[src/logic/lsu_params.svh]
//////////////////////////////
// Sizing macros shared by the load/store unit packages and RTL
// Include wherever a width or the outstanding depth is needed
//////////////////////////////

`ifndef LSU_PARAMS_SVH
`define LSU_PARAMS_SVH

// Data and address width
`define LSU_XLEN 32
// Max bus transfers in flight
`define LSU_DEPTH 2
// Outstanding counter width, holds 0..LSU_DEPTH
`define LSU_CNT_W 2
// Byte lanes per data word
`define LSU_NBYTES 4

`endif
[src/logic/lsu_bus_pkg.sv]
//////////////////////////////
// Data bus field types for the load/store unit
// Address, data, byte enables and lane offset within a word
//////////////////////////////

`default_nettype none

`include "lsu_params.svh"

package lsu_bus_pkg;

  // Address or data word
  typedef logic [`LSU_XLEN-1:0] lsu_word_t;

  // One enable per byte lane
  typedef logic [`LSU_NBYTES-1:0] lsu_be_t;

  // Byte offset inside a word
  typedef logic [$clog2(`LSU_NBYTES)-1:0] lsu_offset_t;

endpackage

`default_nettype wire

[src/logic/lsu_op_pkg.sv]
//////////////////////////////
// Execute-side operation types for the load/store unit
// Access size encoding and the lane mask that goes with each size
//////////////////////////////

`default_nettype none

`include "lsu_params.svh"

package lsu_op_pkg;

  // Access size as driven by the decoder
  typedef enum logic [1:0] {
    SIZE_BYTE = 2'd0,
    SIZE_HALF = 2'd1,
    SIZE_WORD = 2'd2
  } lsu_size_e;

  // Lanes touched by an access at offset zero
  function automatic logic [`LSU_NBYTES-1:0] lsu_size_mask(lsu_size_e size);
    case (size)
      SIZE_BYTE: return `LSU_NBYTES'('b0001);
      SIZE_HALF: return `LSU_NBYTES'('b0011);
      default:   return {`LSU_NBYTES{1'b1}};
    endcase
  endfunction

endpackage

`default_nettype wire

[src/logic/lsu_top.sv]
//////////////////////////////
// Load/store unit top level
// Connects the execute stage and writeback to the data bus
//////////////////////////////

`timescale 1ns/100ps
`default_nettype none

module lsu_top (
  input  wire logic                    clk,
  input  wire logic                    rst_n,
  // Execute side
  input  wire logic                    ex_valid_i,
  input  wire lsu_bus_pkg::lsu_word_t  operand_a_i,
  input  wire lsu_bus_pkg::lsu_word_t  operand_b_i,
  input  wire lsu_bus_pkg::lsu_word_t  wdata_i,
  input  wire logic                    we_i,
  input  wire lsu_op_pkg::lsu_size_e   size_i,
  input  wire logic                    sext_i,
  output logic                         ex_ready_o,
  output logic                         split_o,
  output logic                         first_op_o,
  output logic                         last_op_o,
  // Data bus
  output logic                         data_req_o,
  input  wire logic                    data_gnt_i,
  output lsu_bus_pkg::lsu_word_t       data_addr_o,
  output logic                         data_we_o,
  output lsu_bus_pkg::lsu_be_t         data_be_o,
  output lsu_bus_pkg::lsu_word_t       data_wdata_o,
  input  wire logic                    data_rvalid_i,
  input  wire lsu_bus_pkg::lsu_word_t  data_rdata_i,
  input  wire logic                    data_err_i,
  // Writeback
  output logic                         wb_valid_o,
  output lsu_bus_pkg::lsu_word_t       wb_rdata_o,
  output logic                         wb_err_o,
  // Status
  output logic                         busy_o,
  output logic                         interruptible_o,
  output logic                         protocol_err_o
);

  import lsu_bus_pkg::*;

  lsu_word_t   phase_addr;
  lsu_word_t   phase_wdata;
  lsu_be_t     phase_be;
  lsu_offset_t offset;
  logic        split_q;
  logic        ctrl_update;

  ////////////////////////////// Execute phase
  lsu_addr_gen u_addr_gen (
    .clk           (clk),
    .rst_n         (rst_n),
    .ex_valid_i    (ex_valid_i),
    .ctrl_update_i (ctrl_update),
    .we_i          (we_i),
    .sext_i        (sext_i),
    .operand_a_i   (operand_a_i),
    .operand_b_i   (operand_b_i),
    .wdata_i       (wdata_i),
    .size_i        (size_i),
    .addr_o        (phase_addr),
    .wdata_o       (phase_wdata),
    .be_o          (phase_be),
    .offset_o      (offset),
    .split_o       (split_o),
    .split_q_o     (split_q)
  );

  ////////////////////////////// Bus control
  lsu_ctrl u_ctrl (
    .clk             (clk),
    .rst_n           (rst_n),
    .ex_valid_i      (ex_valid_i),
    .split_i         (split_o),
    .split_q_i       (split_q),
    .we_i            (we_i),
    .addr_i          (phase_addr),
    .wdata_i         (phase_wdata),
    .be_i            (phase_be),
    .data_gnt_i      (data_gnt_i),
    .data_rvalid_i   (data_rvalid_i),
    .data_req_o      (data_req_o),
    .data_we_o       (data_we_o),
    .data_addr_o     (data_addr_o),
    .data_wdata_o    (data_wdata_o),
    .data_be_o       (data_be_o),
    .ex_ready_o      (ex_ready_o),
    .ctrl_update_o   (ctrl_update),
    .first_op_o      (first_op_o),
    .last_op_o       (last_op_o),
    .busy_o          (busy_o),
    .interruptible_o (interruptible_o),
    .protocol_err_o  (protocol_err_o)
  );

  ////////////////////////////// Writeback phase
  lsu_rdata_align u_rdata_align (
    .clk           (clk),
    .rst_n         (rst_n),
    .ctrl_update_i (ctrl_update),
    .split_i       (split_o),
    .split_q_i     (split_q),
    .sext_i        (sext_i),
    .we_i          (we_i),
    .size_i        (size_i),
    .offset_i      (offset),
    .data_rvalid_i (data_rvalid_i),
    .data_err_i    (data_err_i),
    .data_rdata_i  (data_rdata_i),
    .wb_valid_o    (wb_valid_o),
    .wb_err_o      (wb_err_o),
    .wb_rdata_o    (wb_rdata_o)
  );

endmodule

`default_nettype wire

[src/logic/lsu_rdata_align.sv]
//////////////////////////////
// Writeback phase of the load/store unit
// Queues per-transfer attributes, stitches split loads,
// realigns and extends read data, merges bus errors
//////////////////////////////

`timescale 1ns/100ps
`default_nettype none

`include "lsu_params.svh"

module lsu_rdata_align (
  input  wire logic                     clk,
  input  wire logic                     rst_n,
  input  wire logic                     ctrl_update_i,
  input  wire logic                     split_i,
  input  wire logic                     split_q_i,
  input  wire logic                     sext_i,
  input  wire logic                     we_i,
  input  wire lsu_op_pkg::lsu_size_e    size_i,
  input  wire lsu_bus_pkg::lsu_offset_t offset_i,
  input  wire logic                     data_rvalid_i,
  input  wire logic                     data_err_i,
  input  wire lsu_bus_pkg::lsu_word_t   data_rdata_i,
  output logic                          wb_valid_o,
  output logic                          wb_err_o,
  output lsu_bus_pkg::lsu_word_t        wb_rdata_o
);

  import lsu_op_pkg::*;
  import lsu_bus_pkg::*;

  localparam int AW = $clog2(`LSU_DEPTH);

  // One entry per transfer in flight
  lsu_size_e              size_m  [`LSU_DEPTH];
  lsu_offset_t            off_m   [`LSU_DEPTH];
  logic                   sext_m  [`LSU_DEPTH];
  logic                   we_m    [`LSU_DEPTH];
  logic                   first_m [`LSU_DEPTH];
  logic                   last_m  [`LSU_DEPTH];
  logic [AW:0]            wr_ptr_q;
  logic [AW:0]            rd_ptr_q;
  logic [AW-1:0]          rd_idx;
  logic                   resp;
  logic                   err_acc;
  logic                   err_q;
  lsu_word_t              rdata_q;
  logic [2*`LSU_XLEN-1:0] rdata_full;
  logic [2*`LSU_XLEN-1:0] rdata_aligned;

  // Capture attributes as the address phase completes
  always_ff @(posedge clk) begin
    if (ctrl_update_i) begin
      size_m[wr_ptr_q[AW-1:0]]  <= size_i;
      off_m[wr_ptr_q[AW-1:0]]   <= offset_i;
      sext_m[wr_ptr_q[AW-1:0]]  <= sext_i;
      we_m[wr_ptr_q[AW-1:0]]    <= we_i;
      first_m[wr_ptr_q[AW-1:0]] <= !split_q_i;
      last_m[wr_ptr_q[AW-1:0]]  <= !split_i;
    end
  end

  // Extra wrap bit tells full from empty
  always_ff @(posedge clk or negedge rst_n) begin
    if (!rst_n) begin
      wr_ptr_q <= '0;
      rd_ptr_q <= '0;
    end else begin
      if (ctrl_update_i) wr_ptr_q <= wr_ptr_q + 1'b1;
      if (resp)          rd_ptr_q <= rd_ptr_q + 1'b1;
    end
  end

  assign rd_idx = rd_ptr_q[AW-1:0];
  // Responses with an empty queue are ignored here
  assign resp   = data_rvalid_i && (wr_ptr_q != rd_ptr_q);

  ////////////////////////////// Errors
  // Second phase folds in the first phase error
  assign err_acc = data_err_i | (!first_m[rd_idx] & err_q);

  always_ff @(posedge clk or negedge rst_n) begin
    if (!rst_n) begin
      err_q <= 1'b0;
    end else if (resp) begin
      err_q <= last_m[rd_idx] ? 1'b0 : err_acc;
    end
  end

  // Low half of a split load
  always_ff @(posedge clk) begin
    if (resp && !last_m[rd_idx] && !we_m[rd_idx]) begin
      rdata_q <= data_rdata_i;
    end
  end

  ////////////////////////////// Realign and extend
  assign rdata_full    = first_m[rd_idx] ? {data_rdata_i, data_rdata_i}
                                         : {data_rdata_i, rdata_q};
  assign rdata_aligned = rdata_full >> {off_m[rd_idx], 3'b000};

  always_comb begin
    case (size_m[rd_idx])
      SIZE_BYTE: wb_rdata_o = {{24{sext_m[rd_idx] & rdata_aligned[7]}}, rdata_aligned[7:0]};
      SIZE_HALF: wb_rdata_o = {{16{sext_m[rd_idx] & rdata_aligned[15]}}, rdata_aligned[15:0]};
      default:   wb_rdata_o = rdata_aligned[`LSU_XLEN-1:0];
    endcase
  end

  // Writeback only on the last phase
  assign wb_valid_o = resp && last_m[rd_idx];
  assign wb_err_o   = err_acc;

endmodule

`default_nettype wire

[src/logic/lsu_ctrl.sv]
//////////////////////////////
// Bus request control of the load/store unit
// Issues requests, counts outstanding transfers and
// drives the execute handshake and status flags
//////////////////////////////

`timescale 1ns/100ps
`default_nettype none

`include "lsu_params.svh"

module lsu_ctrl (
  input  wire logic                    clk,
  input  wire logic                    rst_n,
  input  wire logic                    ex_valid_i,
  input  wire logic                    split_i,
  input  wire logic                    split_q_i,
  input  wire logic                    we_i,
  input  wire lsu_bus_pkg::lsu_word_t  addr_i,
  input  wire lsu_bus_pkg::lsu_word_t  wdata_i,
  input  wire lsu_bus_pkg::lsu_be_t    be_i,
  input  wire logic                    data_gnt_i,
  input  wire logic                    data_rvalid_i,
  output logic                         data_req_o,
  output logic                         data_we_o,
  output lsu_bus_pkg::lsu_word_t       data_addr_o,
  output lsu_bus_pkg::lsu_word_t       data_wdata_o,
  output lsu_bus_pkg::lsu_be_t         data_be_o,
  output logic                         ex_ready_o,
  output logic                         ctrl_update_o,
  output logic                         first_op_o,
  output logic                         last_op_o,
  output logic                         busy_o,
  output logic                         interruptible_o,
  output logic                         protocol_err_o
);

  logic [`LSU_CNT_W-1:0] cnt_q;
  logic [`LSU_CNT_W-1:0] cnt_d;
  logic                  count_up;
  logic                  count_down;
  logic                  done;
  logic                  req_wait_q;

  ////////////////////////////// Request issue
  // Hold off while the bus already has the max in flight
  assign data_req_o   = ex_valid_i && (cnt_q < `LSU_CNT_W'(`LSU_DEPTH));
  assign data_we_o    = we_i;
  assign data_addr_o  = addr_i;
  assign data_wdata_o = wdata_i;
  assign data_be_o    = be_i;

  // Phase done on grant, or trivially with nothing to do
  assign done          = !ex_valid_i || (data_req_o && data_gnt_i);
  assign ctrl_update_o = ex_valid_i && data_req_o && data_gnt_i;
  // First half of a split keeps the op in execute
  assign ex_ready_o    = done && !split_i;
  assign first_op_o    = !split_q_i;
  assign last_op_o     = !split_i;

  ////////////////////////////// Outstanding counter
  assign count_up   = data_req_o && data_gnt_i;
  // A stray response must not wrap the count
  assign count_down = data_rvalid_i && (cnt_q != '0);

  always_comb begin
    case ({count_up, count_down})
      2'b10:   cnt_d = cnt_q + 1'b1;
      2'b01:   cnt_d = cnt_q - 1'b1;
      default: cnt_d = cnt_q;
    endcase
  end

  always_ff @(posedge clk or negedge rst_n) begin
    if (!rst_n) begin
      cnt_q <= '0;
    end else begin
      cnt_q <= cnt_d;
    end
  end

  // Request seen without grant, it may not be retracted now
  always_ff @(posedge clk or negedge rst_n) begin
    if (!rst_n) begin
      req_wait_q <= 1'b0;
    end else if (ctrl_update_o) begin
      req_wait_q <= 1'b0;
    end else if (data_req_o) begin
      req_wait_q <= 1'b1;
    end
  end

  ////////////////////////////// Status
  assign busy_o          = (cnt_q != '0) || data_req_o;
  assign interruptible_o = !req_wait_q && (cnt_q == '0);
  // Response with nothing in flight
  assign protocol_err_o  = data_rvalid_i && (cnt_q == '0);

endmodule

`default_nettype wire

[src/logic/lsu_addr_gen.sv]
//////////////////////////////
// Execute phase of the load/store unit
// Forms the address, byte enables and rotated store data,
// and tracks the second phase of a split access
//////////////////////////////

`timescale 1ns/100ps
`default_nettype none

`include "lsu_params.svh"

module lsu_addr_gen (
  input  wire logic                    clk,
  input  wire logic                    rst_n,
  input  wire logic                    ex_valid_i,
  input  wire logic                    ctrl_update_i,
  input  wire logic                    we_i,
  input  wire logic                    sext_i,
  input  wire lsu_bus_pkg::lsu_word_t  operand_a_i,
  input  wire lsu_bus_pkg::lsu_word_t  operand_b_i,
  input  wire lsu_bus_pkg::lsu_word_t  wdata_i,
  input  wire lsu_op_pkg::lsu_size_e   size_i,
  output lsu_bus_pkg::lsu_word_t       addr_o,
  output lsu_bus_pkg::lsu_word_t       wdata_o,
  output lsu_bus_pkg::lsu_be_t         be_o,
  output lsu_bus_pkg::lsu_offset_t     offset_o,
  output logic                         split_o,
  output logic                         split_q_o
);

  import lsu_op_pkg::*;
  import lsu_bus_pkg::*;

  lsu_word_t                      addr;
  lsu_offset_t                    offset;
  logic [2*`LSU_NBYTES-1:0]       be_span;
  lsu_word_t                      wdata_ext;
  lsu_word_t                      wdata_sel;
  logic [2*`LSU_XLEN-1:0]         wdata_dbl;
  logic                           split_q;

  // Effective address
  assign addr   = operand_a_i + operand_b_i;
  assign offset = addr[$clog2(`LSU_NBYTES)-1:0];

  // Second phase goes to the next aligned word
  assign addr_o   = split_q ? {addr[`LSU_XLEN-1:2], 2'b00} + lsu_word_t'(`LSU_NBYTES) : addr;
  assign offset_o = offset;

  ////////////////////////////// Byte enables
  // Size mask moved up by the offset, upper half spills into the next word
  assign be_span = {{`LSU_NBYTES{1'b0}}, lsu_size_mask(size_i)} << offset;
  // Low half on the first phase, missing low lanes on the second
  assign be_o    = split_q ? be_span[2*`LSU_NBYTES-1:`LSU_NBYTES] : be_span[`LSU_NBYTES-1:0];

  ////////////////////////////// Store data
  // Narrow store data is widened like a load result
  always_comb begin
    case (size_i)
      SIZE_BYTE: wdata_ext = {{24{sext_i & wdata_i[7]}}, wdata_i[7:0]};
      SIZE_HALF: wdata_ext = {{16{sext_i & wdata_i[15]}}, wdata_i[15:0]};
      default:   wdata_ext = wdata_i;
    endcase
  end

  // Loads keep the data bus quiet
  assign wdata_sel = we_i ? wdata_ext : '0;

  // Rotate left by the offset in bytes
  assign wdata_dbl = {wdata_sel, wdata_sel} << {offset, 3'b000};
  assign wdata_o   = wdata_dbl[2*`LSU_XLEN-1:`LSU_XLEN];

  ////////////////////////////// Split tracking
  // Word off alignment or halfword at the last lane needs two transfers
  always_comb begin
    split_o = 1'b0;
    if (ex_valid_i && !split_q) begin
      case (size_i)
        SIZE_WORD: split_o = (offset != '0);
        SIZE_HALF: split_o = (&offset);
        default:   split_o = 1'b0;
      endcase
    end
  end

  // Second phase active, dropped as soon as the op goes away
  always_ff @(posedge clk or negedge rst_n) begin
    if (!rst_n) begin
      split_q <= 1'b0;
    end else if (!ex_valid_i) begin
      split_q <= 1'b0;
    end else if (ctrl_update_i) begin
      split_q <= split_o;
    end
  end

  assign split_q_o = split_q;

endmodule

`default_nettype wire

[config.mk]
export PLATFORM = sky130hd
export DESIGN_NAME = lsu_top
export DESIGN_NICKNAME = d
export VERILOG_FILES = /design/src/logic/lsu_bus_pkg.sv /design/src/logic/lsu_op_pkg.sv /design/src/logic/lsu_top.sv /design/src/logic/lsu_rdata_align.sv /design/src/logic/lsu_ctrl.sv /design/src/logic/lsu_addr_gen.sv
export VERILOG_INCLUDE_DIRS = /design/src /design/src/logic
export SDC_FILE = /design/constraint.sdc
export NUM_CORES = 1
export LEC_CHECK = 0
export BUFFER_PORTS_ARGS = -buffer_cell sky130_fd_sc_hd__buf_2
export CAP_MARGIN = 20
export CELL_PAD_IN_SITES_DETAIL_PLACEMENT = 0
export CELL_PAD_IN_SITES_GLOBAL_PLACEMENT = 2
export CORE_MARGIN = 2
export CORE_UTILIZATION = 32
export CTS_CLUSTER_DIAMETER = 150
export DETAILED_ROUTE_END_ITERATION = 8
export HOLD_SLACK_MARGIN = 0.06
export PLACE_DENSITY_LB_ADDON = 0.25
export SLEW_MARGIN = 30
export SYNTH_ARGS = -nofsm -noshare
export SYNTH_HDL_FRONTEND = slang
export SYNTH_HIERARCHICAL = 1
export SYNTH_SLANG_ARGS = --single-unit
[constraint.sdc]
create_clock -name clk -period 10.1 [get_ports clk]
set_input_delay 2.525 -clock clk [delete_from_list [all_inputs] [get_ports clk]]
set_output_delay 2.525 -clock clk [all_outputs]
set_load 0.005 [all_outputs]
==> flow_metrics.env, run 1 <==
export IMPL_outcome="completed"
export IMPL_required_ns=7.58
export IMPL_path_max_fanout=5
export IMPL_async_reset_ff_share_pct=15.8
export IMPL_fin_setup_tns_ns=0
export IMPL_die_area_sq_um=26100
export IMPL_clock_latency_ns=0.33
export IMPL_fmax_ghz=0.116
export IMPL_post_cts_setup_buffers=0
export IMPL_io_buffer_count=248
export IMPL_fill_cells=2710
export IMPL_antenna_found_initial=1
export IMPL_crit_slowest_cell="or4_4"
export IMPL_cts_htree_levels=3
export IMPL_path_buf_inv=2
export IMPL_rr_worst_depth=4
export IMPL_route_detailed_drc=0
export IMPL_core_area_sq_um=24400
export IMPL_cts_hold_buf=0
export IMPL_place_congestion=0.828
export IMPL_synth_warnings=6
export IMPL_drv_slew=0
export IMPL_crit_path_max_incr_delay_ns=0.53
export IMPL_num_vias=7680
export IMPL_start_kind="input pin"
export IMPL_cts_num_sinks=57
export IMPL_hp_class="reg -> reg"
export IMPL_syn_inst=1013
export IMPL_setup_violations=0
export IMPL_synth_top_cell_area_share_pct=18.1
export IMPL_fp_row_count=57
export IMPL_end_kind="primary output"
export IMPL_synthTopCellsByArea="edfxtp_1 18%, mux2i_1 11%, nand2_1 6.8%"
export IMPL_cts_made_buffers=9
export IMPL_drive_gt1_share_pct=27.3
export IMPL_layout_commonest_cell="buf_2"
export IMPL_grt_usage_pct=17.8
export IMPL_clkTransAtPathRegs_ns=0.06
export IMPL_first_global_vias=7186
export IMPL_maxCapViolCount=0
export IMPL_place_hpwl_mm=19.0
export IMPL_max_vdd_ir_drop_mv=0.110
export IMPL_area_growth_pct=15.1
export IMPL_place_ws_ns=1.49
export IMPL_path_class="in -> out"
export IMPL_wl_mm=24.6
export IMPL_dr_pass1_iters=5
export IMPL_die_w_um=162
export IMPL_final_cells=1476
export IMPL_ios=249
export IMPL_finalWorstSetupSlack_ns=1.50
export IMPL_cts_resized=0
export IMPL_crit_family="simple AND/OR/NAND/NOR gates"
export IMPL_fin_nets=1323
export IMPL_cts_buffer_depth=2
export IMPL_wl_per_cell_um=16.7
export IMPL_yosysTopAreaCell="edfxtp_1"
export IMPL_syn_nets=1189
export IMPL_synth_cell_types=82
export IMPL_hold_viol=0
export IMPL_syn_avg_cell_area_sq_um=7.85
export IMPL_final_cell_mix="248 x buf_2, 144 x nand2_1, 88 x mux2i_1"
export IMPL_synthFlopType="edfxtp_1"
export IMPL_power_mw=1.56
export IMPL_synth_seq_cells=57
export IMPL_cts_root_buffer="clkbuf_16"
export IMPL_p_leak_nw=4.05
export IMPL_rsz0062_at_grt="false"
export IMPL_antenna_left=0
export IMPL_via_per_inst=5.20
export IMPL_cp_cell_sequence="buf_2, ha_1, a21o_1, a221o_1, a21oi_2, xnor2_1, nand3_1, or3_4, or3_4, or4_4, nor3_2, xnor2_1, buf_2"
export IMPL_power_density_nw_per_um2=170
export IMPL_dieHeight_um=162
export IMPL_min_period_ns=8.60
export IMPL_synth_seq_area_share_pct=21.0
export IMPL_hold_path_cell_count=1
export IMPL_tightest_slew_ns=0.924
export IMPL_relSlewSlack_pct=38.4
export IMPL_netlist_area_sq_um=7950
export IMPL_worstSetupPathDepth=13
export IMPL_cts_tree="yes"
export IMPL_drtIter0Drc=413
export IMPL_cp_arrival_ns=6.08
export IMPL_grt_max_degree=72
export IMPL_holdWs_ns=0.496
export IMPL_grt_first_pass_wirelength_mm=38.0
export IMPL_fin_skew_ns=0.00688
export IMPL_initial_core_util_pct=32.6
export IMPL_period_share_pct=85.2
export IMPL_diodes=0
export IMPL_grt_ovfl_total=0
export IMPL_dp_cells=1460
export IMPL_synth_edf_count=48
-- synth_stat cells, types with 4 or more instances --
master / number
nand2b_1: 4
inv_1: 18
buf_2: 12
a211oi_1: 9
clkbuf_8: 4
o21ai_1: 5
nand2_1: 144
nor3b_1: 4
clkbuf_1: 38
and4_1: 7
edfxtp_1: 48
a21oi_1: 71
mux2i_1: 90
nor2_1: 56
o31ai_1: 4
and3_1: 8
nor2b_1: 9
a21o_1: 6
o21ai_0: 69
xor2_1: 23
o21a_1: 10
buf_1: 6
nor4_1: 5
buf_4: 70
nor3_1: 22
xnor2_1: 37
ha_1: 37
dfrtp_1: 9
o21bai_1: 4
a31oi_1: 15
mux2_2: 14
nand4_1: 10
or2_2: 5
nand3_1: 44
and2_1: 7
o211ai_1: 25
-- per-stage QoR --
stage / area [sq um] / utilization [%]
3_3_place_gp: 8850 / 36.3
3_5_place_dp: 8850 / 36.3
4_1_cts: 9150 / 37.5
5_1_grt: 9150 / 37.5
2_1_floorplan: 7950 / -
6_report: 9150 / 37.5
-- logic make-up after synthesis --
kind of cell               after synthesis  synth area share, %
AOI/OAI and AO/OA                      250                 19.6
xor gates and xnor gates                60                 6.61
adders and majority gates               38                 6.07
buffers and inverters                  154                 11.6
DFF                                     57                 21.0
muxes                                  108                 14.3
and+or+nand+nor                        346                 20.8
-- metal layers --
metal  up-vias  global-route usage (%)  part of all wire, %
met2       217                    29.3                   46
met5         -                       0                    0
met3         6                    4.06                  6.9
met1      3585                    24.5                   47
met4         0                    2.41                 0.45
li1       3872                       -                    -
-- sequential cells by signal (all words and copies together), names as in the netlist, 2 cells and up --
signal                  flops
u_ctrl/cnt_q                2
u_rdata_align/wr_ptr_q      2
u_rdata_align/rd_ptr_q      2
u_rdata_align/rdata_q      32
u_rdata_align/first_m       2
u_rdata_align/sext_m        2
u_rdata_align/size_m        4
u_rdata_align/off_m         4
u_rdata_align/last_m        2
u_rdata_align/we_m          2
-- path summary, 6_finish.rpt --
kind / slack, ns / to / start
worst max-delay path: 1.50 / data_addr_o[27] / operand_a_i[3]
worst max register to register: 7.59 / u_rdata_align/rdata_q[29] / u_rdata_align/rd_ptr_q[0]
worst min register to register: 0.50 / u_rdata_align/wr_ptr_q[1] / u_rdata_align/wr_ptr_q[1]
min in group asynchronous: 2.04 / u_ctrl/cnt_q[1] / rst_n
max in group asynchronous: 7.86 / u_rdata_align/err_q / rst_n
worst min-delay path: 0.50 / u_rdata_align/wr_ptr_q[1] / u_rdata_align/wr_ptr_q[1]
-- layout make-up --
type	count	area, sq um	area share, %
Multi-Input combinational cell	802	5390	58.9
Sequential cell	57	1670	18.2
Timing Repair Buffer	258	1320	14.4
Tap cell	324	405	4.43
Clock buffer	13	283	3.09
Inverter	19	71.3	0.780
Clock inverter	3	20.0	0.219
-- worst reg2reg max path, cell delays in order (launching register included) --
cell       delay (ns)
dfrtp_1          0.85
xor2_1           0.19
o21ai_0          0.25
a2111oi_2        0.40
buf_4            0.45
-- power by group --
part	internal [mW]	switching (mW)	total (mW)
clock	0.196	0.103	0.299
combinational	0.390	0.513	0.903
sequential	0.308	0.0452	0.353
total	0.894	0.661	1.56
Note: power is estimated with default switching activity, not from simulation.
==> inputs of run 2 (changes only) <==
ABC_AREA = 1   (was default)
CORE_UTILIZATION = 30   (was 32)
==> flow_metrics.env, run 2 <==
export IMPL_postLayoutCoreUtil_pct=35.0
export IMPL_cp_arrival_ns=5.94
export IMPL_wl_mm=29.2
export IMPL_cts_tree="yes"
export IMPL_drv_slew=0
export IMPL_route_detailed_drc=0
export IMPL_cts_buffer_depth=2
export IMPL_netlist_area_sq_um=8990
export IMPL_dr_pass1_iters=6
export IMPL_cts_root_buffer="clkbuf_16"
export IMPL_core_area_sq_um=29600
export IMPL_grt_ovfl_total=0
export IMPL_required_ns=7.58
export IMPL_rr_worst_depth=6
export IMPL_min_period_ns=8.46
export IMPL_start_kind="input pin"
export IMPL_synth_seq_cells=57
export IMPL_antenna_found_initial=1
export IMPL_period_share_pct=83.8
export IMPL_wl_met3_mm=1.45
export IMPL_synthFlopType="edfxtp_1"
export IMPL_grt_first_pass_wirelength_mm=47.1
export IMPL_hold_path_cell_count=1
export IMPL_hp_class="reg -> reg"
export IMPL_die_w_um=177
export IMPL_internal_power_mw=0.937
export IMPL_finalWorstSetupSlack_ns=1.64
export IMPL_top_register="u_rdata_align/rdata_q"
export IMPL_first_global_vias=9050
export IMPL_cts_htree_levels=3
export IMPL_outcome="completed"
export IMPL_die_area_sq_um=31400
export IMPL_p_sw_mw=0.908
export IMPL_drtIter0Drc=550
export IMPL_via_per_inst=4.66
export IMPL_dieHeight_um=177
export IMPL_holdWs_ns=0.495
export IMPL_fmax_ghz=0.118
export IMPL_netSwitchingFraction_pct=49.2
export IMPL_wl_per_cell_um=14.3
export IMPL_max_vdd_ir_drop_mv=0.105
export IMPL_syn_avg_cell_area_sq_um=6.04
export IMPL_async_reset_ff_share_pct=15.8
export IMPL_end_kind="primary output"
export IMPL_path_class="in -> out"
export IMPL_synth_top_cell_area_share_pct=19.5
export IMPL_synth_cell_types=53
export IMPL_rsz0062_at_grt="false"
export IMPL_wl_met2_mm=13.2
export IMPL_maxCapViolCount=0
export IMPL_synth_seq_area_share_pct=18.5
export IMPL_multi_input_area_sq_um=5760
export IMPL_syn_nets=1665
export IMPL_layout_commonest_cell="nand2_1"
export IMPL_path_max_fanout=19
export IMPL_grt_usage_pct=18.7
export IMPL_power_density_nw_per_um2=178
export IMPL_initial_core_util_pct=30.4
export IMPL_final_cell_mix="466 x nand2_1, 248 x buf_2, 187 x inv_1"
export IMPL_clkTransAtPathRegs_ns=0.05
export IMPL_pwr_share_comb_pct=64.3
export IMPL_synth_commonest_cells="467 x nand2_1, 188 x inv_1, 180 x nand3_1"
export IMPL_clock_latency_ns=0.33
export IMPL_ios=249
export IMPL_p_leak_nw=5.48
export IMPL_cts_made_buffers=9
export IMPL_place_ws_ns=1.63
export IMPL_fp_row_count=63
export IMPL_io_buffer_count=248
export IMPL_register_area_sq_um=1670
export IMPL_fin_nets=1813
export IMPL_cts_num_sinks=57
export IMPL_synth_edf_count=48
export IMPL_grt_max_degree=51
export IMPL_synth_warnings=6
export IMPL_synthTopCellsByArea="nand2_1 19%, edfxtp_1 16%, nand3_1 10%"
export IMPL_fill_cells=3398
export IMPL_cts_resized=0
export IMPL_seq_power_share_pct=18.8
export IMPL_post_cts_setup_buffers=0
export IMPL_fin_skew_ns=0.00309
export IMPL_antenna_left=0
export IMPL_top_layer_used="met4"
export IMPL_cts_hold_buf=0
export IMPL_tightest_slew_ns=0.906
export IMPL_hold_viol=0
export IMPL_p_clk_share_pct=16.9
export IMPL_syn_inst=1489
export IMPL_fin_setup_tns_ns=0
export IMPL_drive_gt1_share_pct=24.1
export IMPL_num_vias=9480
export IMPL_area_growth_pct=15.0
export IMPL_place_hpwl_mm=23.4
export IMPL_place_congestion=0.822
export IMPL_yosysTopAreaCell="nand2_1"
export IMPL_relSlewSlack_pct=39.2
export IMPL_setup_violations=0
export IMPL_largest_register_ffs=32
export IMPL_power_mw=1.85
export IMPL_synth_most_common_cell="nand2_1"
export IMPL_met1_length_mm=14.0
-- run 2: final cells by class --
cell class / count / share of cell area (%)
Timing Repair Buffer: 255 / 12.8
Antenna cell: 1 / 0.0242
Clock inverter: 7 / 0.750
Tap cell: 390 / 4.72
Sequential cell: 57 / 16.1
Clock buffer: 9 / 2.18
Inverter: 213 / 7.76
Multi-Input combinational cell: 1101 / 55.7
-- run 2: power by group through the flow --
stage | logic [mW] | registers, mW | clock network (mW)
CTS | 1.20 | 0.346 | 0.323
global placement | 1.18 | 0.350 | 0
finish | 1.19 | 0.346 | 0.312
global route | 1.35 | 0.353 | 0.330
floorplan | 0.868 | 0.337 | 0
detailed placement | 1.19 | 0.351 | 0
-- run 2: final timing paths --
check	slack, ns	endpoint	from
worst max-delay path	1.64	data_wdata_o[19]	size_i[1]
max in group asynchronous	7.88	u_rdata_align/wr_ptr_q[0]	rst_n
worst min register to register	0.50	u_rdata_align/wr_ptr_q[1]	u_rdata_align/wr_ptr_q[1]
worst max register to register	7.79	u_rdata_align/err_q	u_rdata_align/rd_ptr_q[0]
min in group asynchronous	2.04	u_addr_gen/split_q_o	rst_n
worst min-delay path	0.50	u_rdata_align/wr_ptr_q[1]	u_rdata_align/wr_ptr_q[1]
-- run 2: metal layers --
layer	vias to the layer above	track usage, %
met1	4203	26.2
li1	5001	-
met4	0	5.03
met2	245	30.6
met3	31	1.76
met5	-	0
-- run 2: logic make-up (layout without fill, tap and decap cells) --
| logic type | after synthesis | in the layout | share of synthesized area (%) |
|---|---|---|---|
| multiplexers | 2 | 2 | 0.264 |
| flip-flops | 57 | 57 | 18.5 |
| AND/OR/NAND/NOR | 871 | 871 | 45.6 |
| XOR/XNOR | 27 | 27 | 2.63 |
| AO/OA/AOI/OAI | 163 | 163 | 10.1 |
| adder cells (fa/ha/maj) | 38 | 38 | 5.37 |
| buffers and inverters | 331 | 484 | 17.5 |
| other | 0 | 1 | 0 |
-- run 2: metrics by stage --
step / cell area [sq um] / instances
after floorplan: 8990 / 1489
after global placement: 9990 / 2014
after detailed placement: 10000 / 2016
after CTS: 10300 / 2032
after global routing: 10300 / 2033
final: 10300 / 2033
-- run 2: critical path, cell delays in order --
cell	delay [ns]
buf_2	0.11
inv_1	0.07
ha_1	0.31
nor2_1	0.52
clkinv_1	0.68
nand3_1	0.22
nand2_1	0.34
inv_1	0.37
o21ai_0	0.18
o21ai_0	0.32
nand2_1	0.08
o21ai_0	0.08
buf_2	0.14
==> inputs of run 3 (changes only) <==
ABC_AREA = 0   (was 1)
CORE_UTILIZATION = 27   (was 30)
clock period = 7.58 ns   (was 10.1 ns; I/O delays follow)
==> flow_metrics.env, run 3 (same netlist as run 1, synthesis figures left out) <==
export IMPL_cp_arrival_ns=5.43
export IMPL_die_w_um=176
export IMPL_max_vdd_ir_drop_mv=0.125
export IMPL_via_per_inst=4.95
export IMPL_top_register="u_rdata_align/rdata_q"
export IMPL_required_ns=5.69
export IMPL_holdWs_ns=0.479
export IMPL_cts_made_buffers=9
export IMPL_setup_violations=0
export IMPL_register_area_sq_um=1670
export IMPL_p_leak_nw=4.08
export IMPL_path_max_fanout=5
export IMPL_antenna_left=0
export IMPL_cts_num_sinks=57
export IMPL_path_class="in -> out"
export IMPL_fin_nets=1331
export IMPL_cts_htree_levels=3
export IMPL_layout_commonest_cell="buf_2"
export IMPL_finalWorstSetupSlack_ns=0.255
export IMPL_fp_row_count=62
export IMPL_antenna_found_initial=3
export IMPL_fin_area_sq_um=9280
export IMPL_hp_class="reg -> reg"
export IMPL_startpoint="operand_a_i[3]"
export IMPL_power_density_nw_per_um2=222
export IMPL_cts_buffer_depth=2
export IMPL_end_kind="primary output"
export IMPL_num_vias=7648
export IMPL_drtIter0Drc=400
export IMPL_fin_skew_ns=0.00854
export IMPL_area_growth_pct=16.8
export IMPL_place_ws_ns=0.285
export IMPL_place_hpwl_mm=20.4
export IMPL_grt_max_degree=60
export IMPL_relSlewSlack_pct=40.5
export IMPL_drv_slew=0
export IMPL_initial_core_util_pct=27.5
export IMPL_dp_cells=1527
export IMPL_cts_resized=0
export IMPL_clkTransAtPathRegs_ns=0.04
export IMPL_post_cts_setup_buffers=0
export IMPL_ios=249
export IMPL_fmax_ghz=0.137
export IMPL_maxCapViolCount=0
export IMPL_rsz0062_at_grt="false"
export IMPL_fill_cells=3228
export IMPL_holdCritStartpoint="u_rdata_align/err_q"
export IMPL_grt_usage_pct=16.0
export IMPL_power_mw=2.06
export IMPL_place_congestion=0.830
export IMPL_final_cells=1546
export IMPL_dieHeight_um=176
export IMPL_drive_gt1_share_pct=27.6
export IMPL_post_dp_cell_area_sq_um=8980
export IMPL_tightest_slew_ns=0.885
export IMPL_io_buffer_count=248
export IMPL_final_cell_mix="248 x buf_2, 144 x nand2_1, 88 x mux2i_1"
export IMPL_first_global_vias=7371
export IMPL_core_area_sq_um=28900
export IMPL_outcome="completed"
export IMPL_dr_pass1_iters=4
export IMPL_clock_latency_ns=0.32
export IMPL_wl_per_cell_um=16.7
export IMPL_multi_input_area_sq_um=5400
export IMPL_wl_mm=25.9
export IMPL_period_share_pct=96.6
export IMPL_min_period_ns=7.32
export IMPL_grt_ovfl_total=0
export IMPL_largest_register_ffs=32
export IMPL_fin_setup_tns_ns=0
export IMPL_postLayoutCoreUtil_pct=32.2
export IMPL_die_area_sq_um=30800
export IMPL_cts_tree="yes"
export IMPL_hold_viol=0
export IMPL_route_detailed_drc=0
export IMPL_start_kind="input pin"
export IMPL_cts_root_buffer="clkbuf_16"
export IMPL_cts_hold_buf=0
export IMPL_r2r_start="u_rdata_align/rd_ptr_q[0]"
export IMPL_grt_first_pass_wirelength_mm=39.7
-- run 3: changes by cell type in the layout (fill, tap and decap cells not counted), moves of 34 or more --
cell     change
nand2_1    -322
inv_1      -169
nand3_1    -136
mux2i_1     +87
a21oi_1     +45
nand2_2     -34
-- run 3: area by class of cell --
class	instances	share of cell area [%]
Multi-Input combinational cell	802	58.1
Inverter	19	0.768
Tap cell	384	5.18
Timing Repair Buffer	266	14.9
Sequential cell	57	18.0
Clock buffer	16	3.03
Antenna cell	2	0.0539
-- run 3: critical path: stages --
cell	delay, ns
buf_2	0.10
ha_1	0.35
a21o_1	0.26
a221o_1	0.42
a21oi_2	0.26
xnor2_1	0.19
nand3_1	0.16
or3_4	0.44
or3_4	0.41
or4_4	0.53
nor2_1	0.13
xnor2_1	0.13
buf_2	0.14
-- run 3: worst paths after layout --
path	slack, ns	to	cells past startpoint
worst min register to register	0.48	u_rdata_align/err_q	2
worst max-delay path	0.26	data_addr_o[25]	13
min in group asynchronous	1.43	u_rdata_align/rd_ptr_q[1]	1
max in group asynchronous	5.95	u_rdata_align/err_q	1
worst min-delay path	0.48	u_rdata_align/err_q	2
worst max register to register	5.04	u_rdata_align/rdata_q[8]	4
-- run 3: layer usage --
layer  GRT usage [%]  share of wire, %  routed length, um
met1            22.5                48              12300
met2            25.4                45              11600
met3            3.14               6.4               1670
met4            3.51               1.3                345
met5               0                 0                  0
-- run 3: power breakdown --
part	switching, mW	leakage, nW	internal (mW)
Sequential	0.0579	0.542	0.411
Clock	0.126	0.137	0.248
Combinational	0.693	3.40	0.529
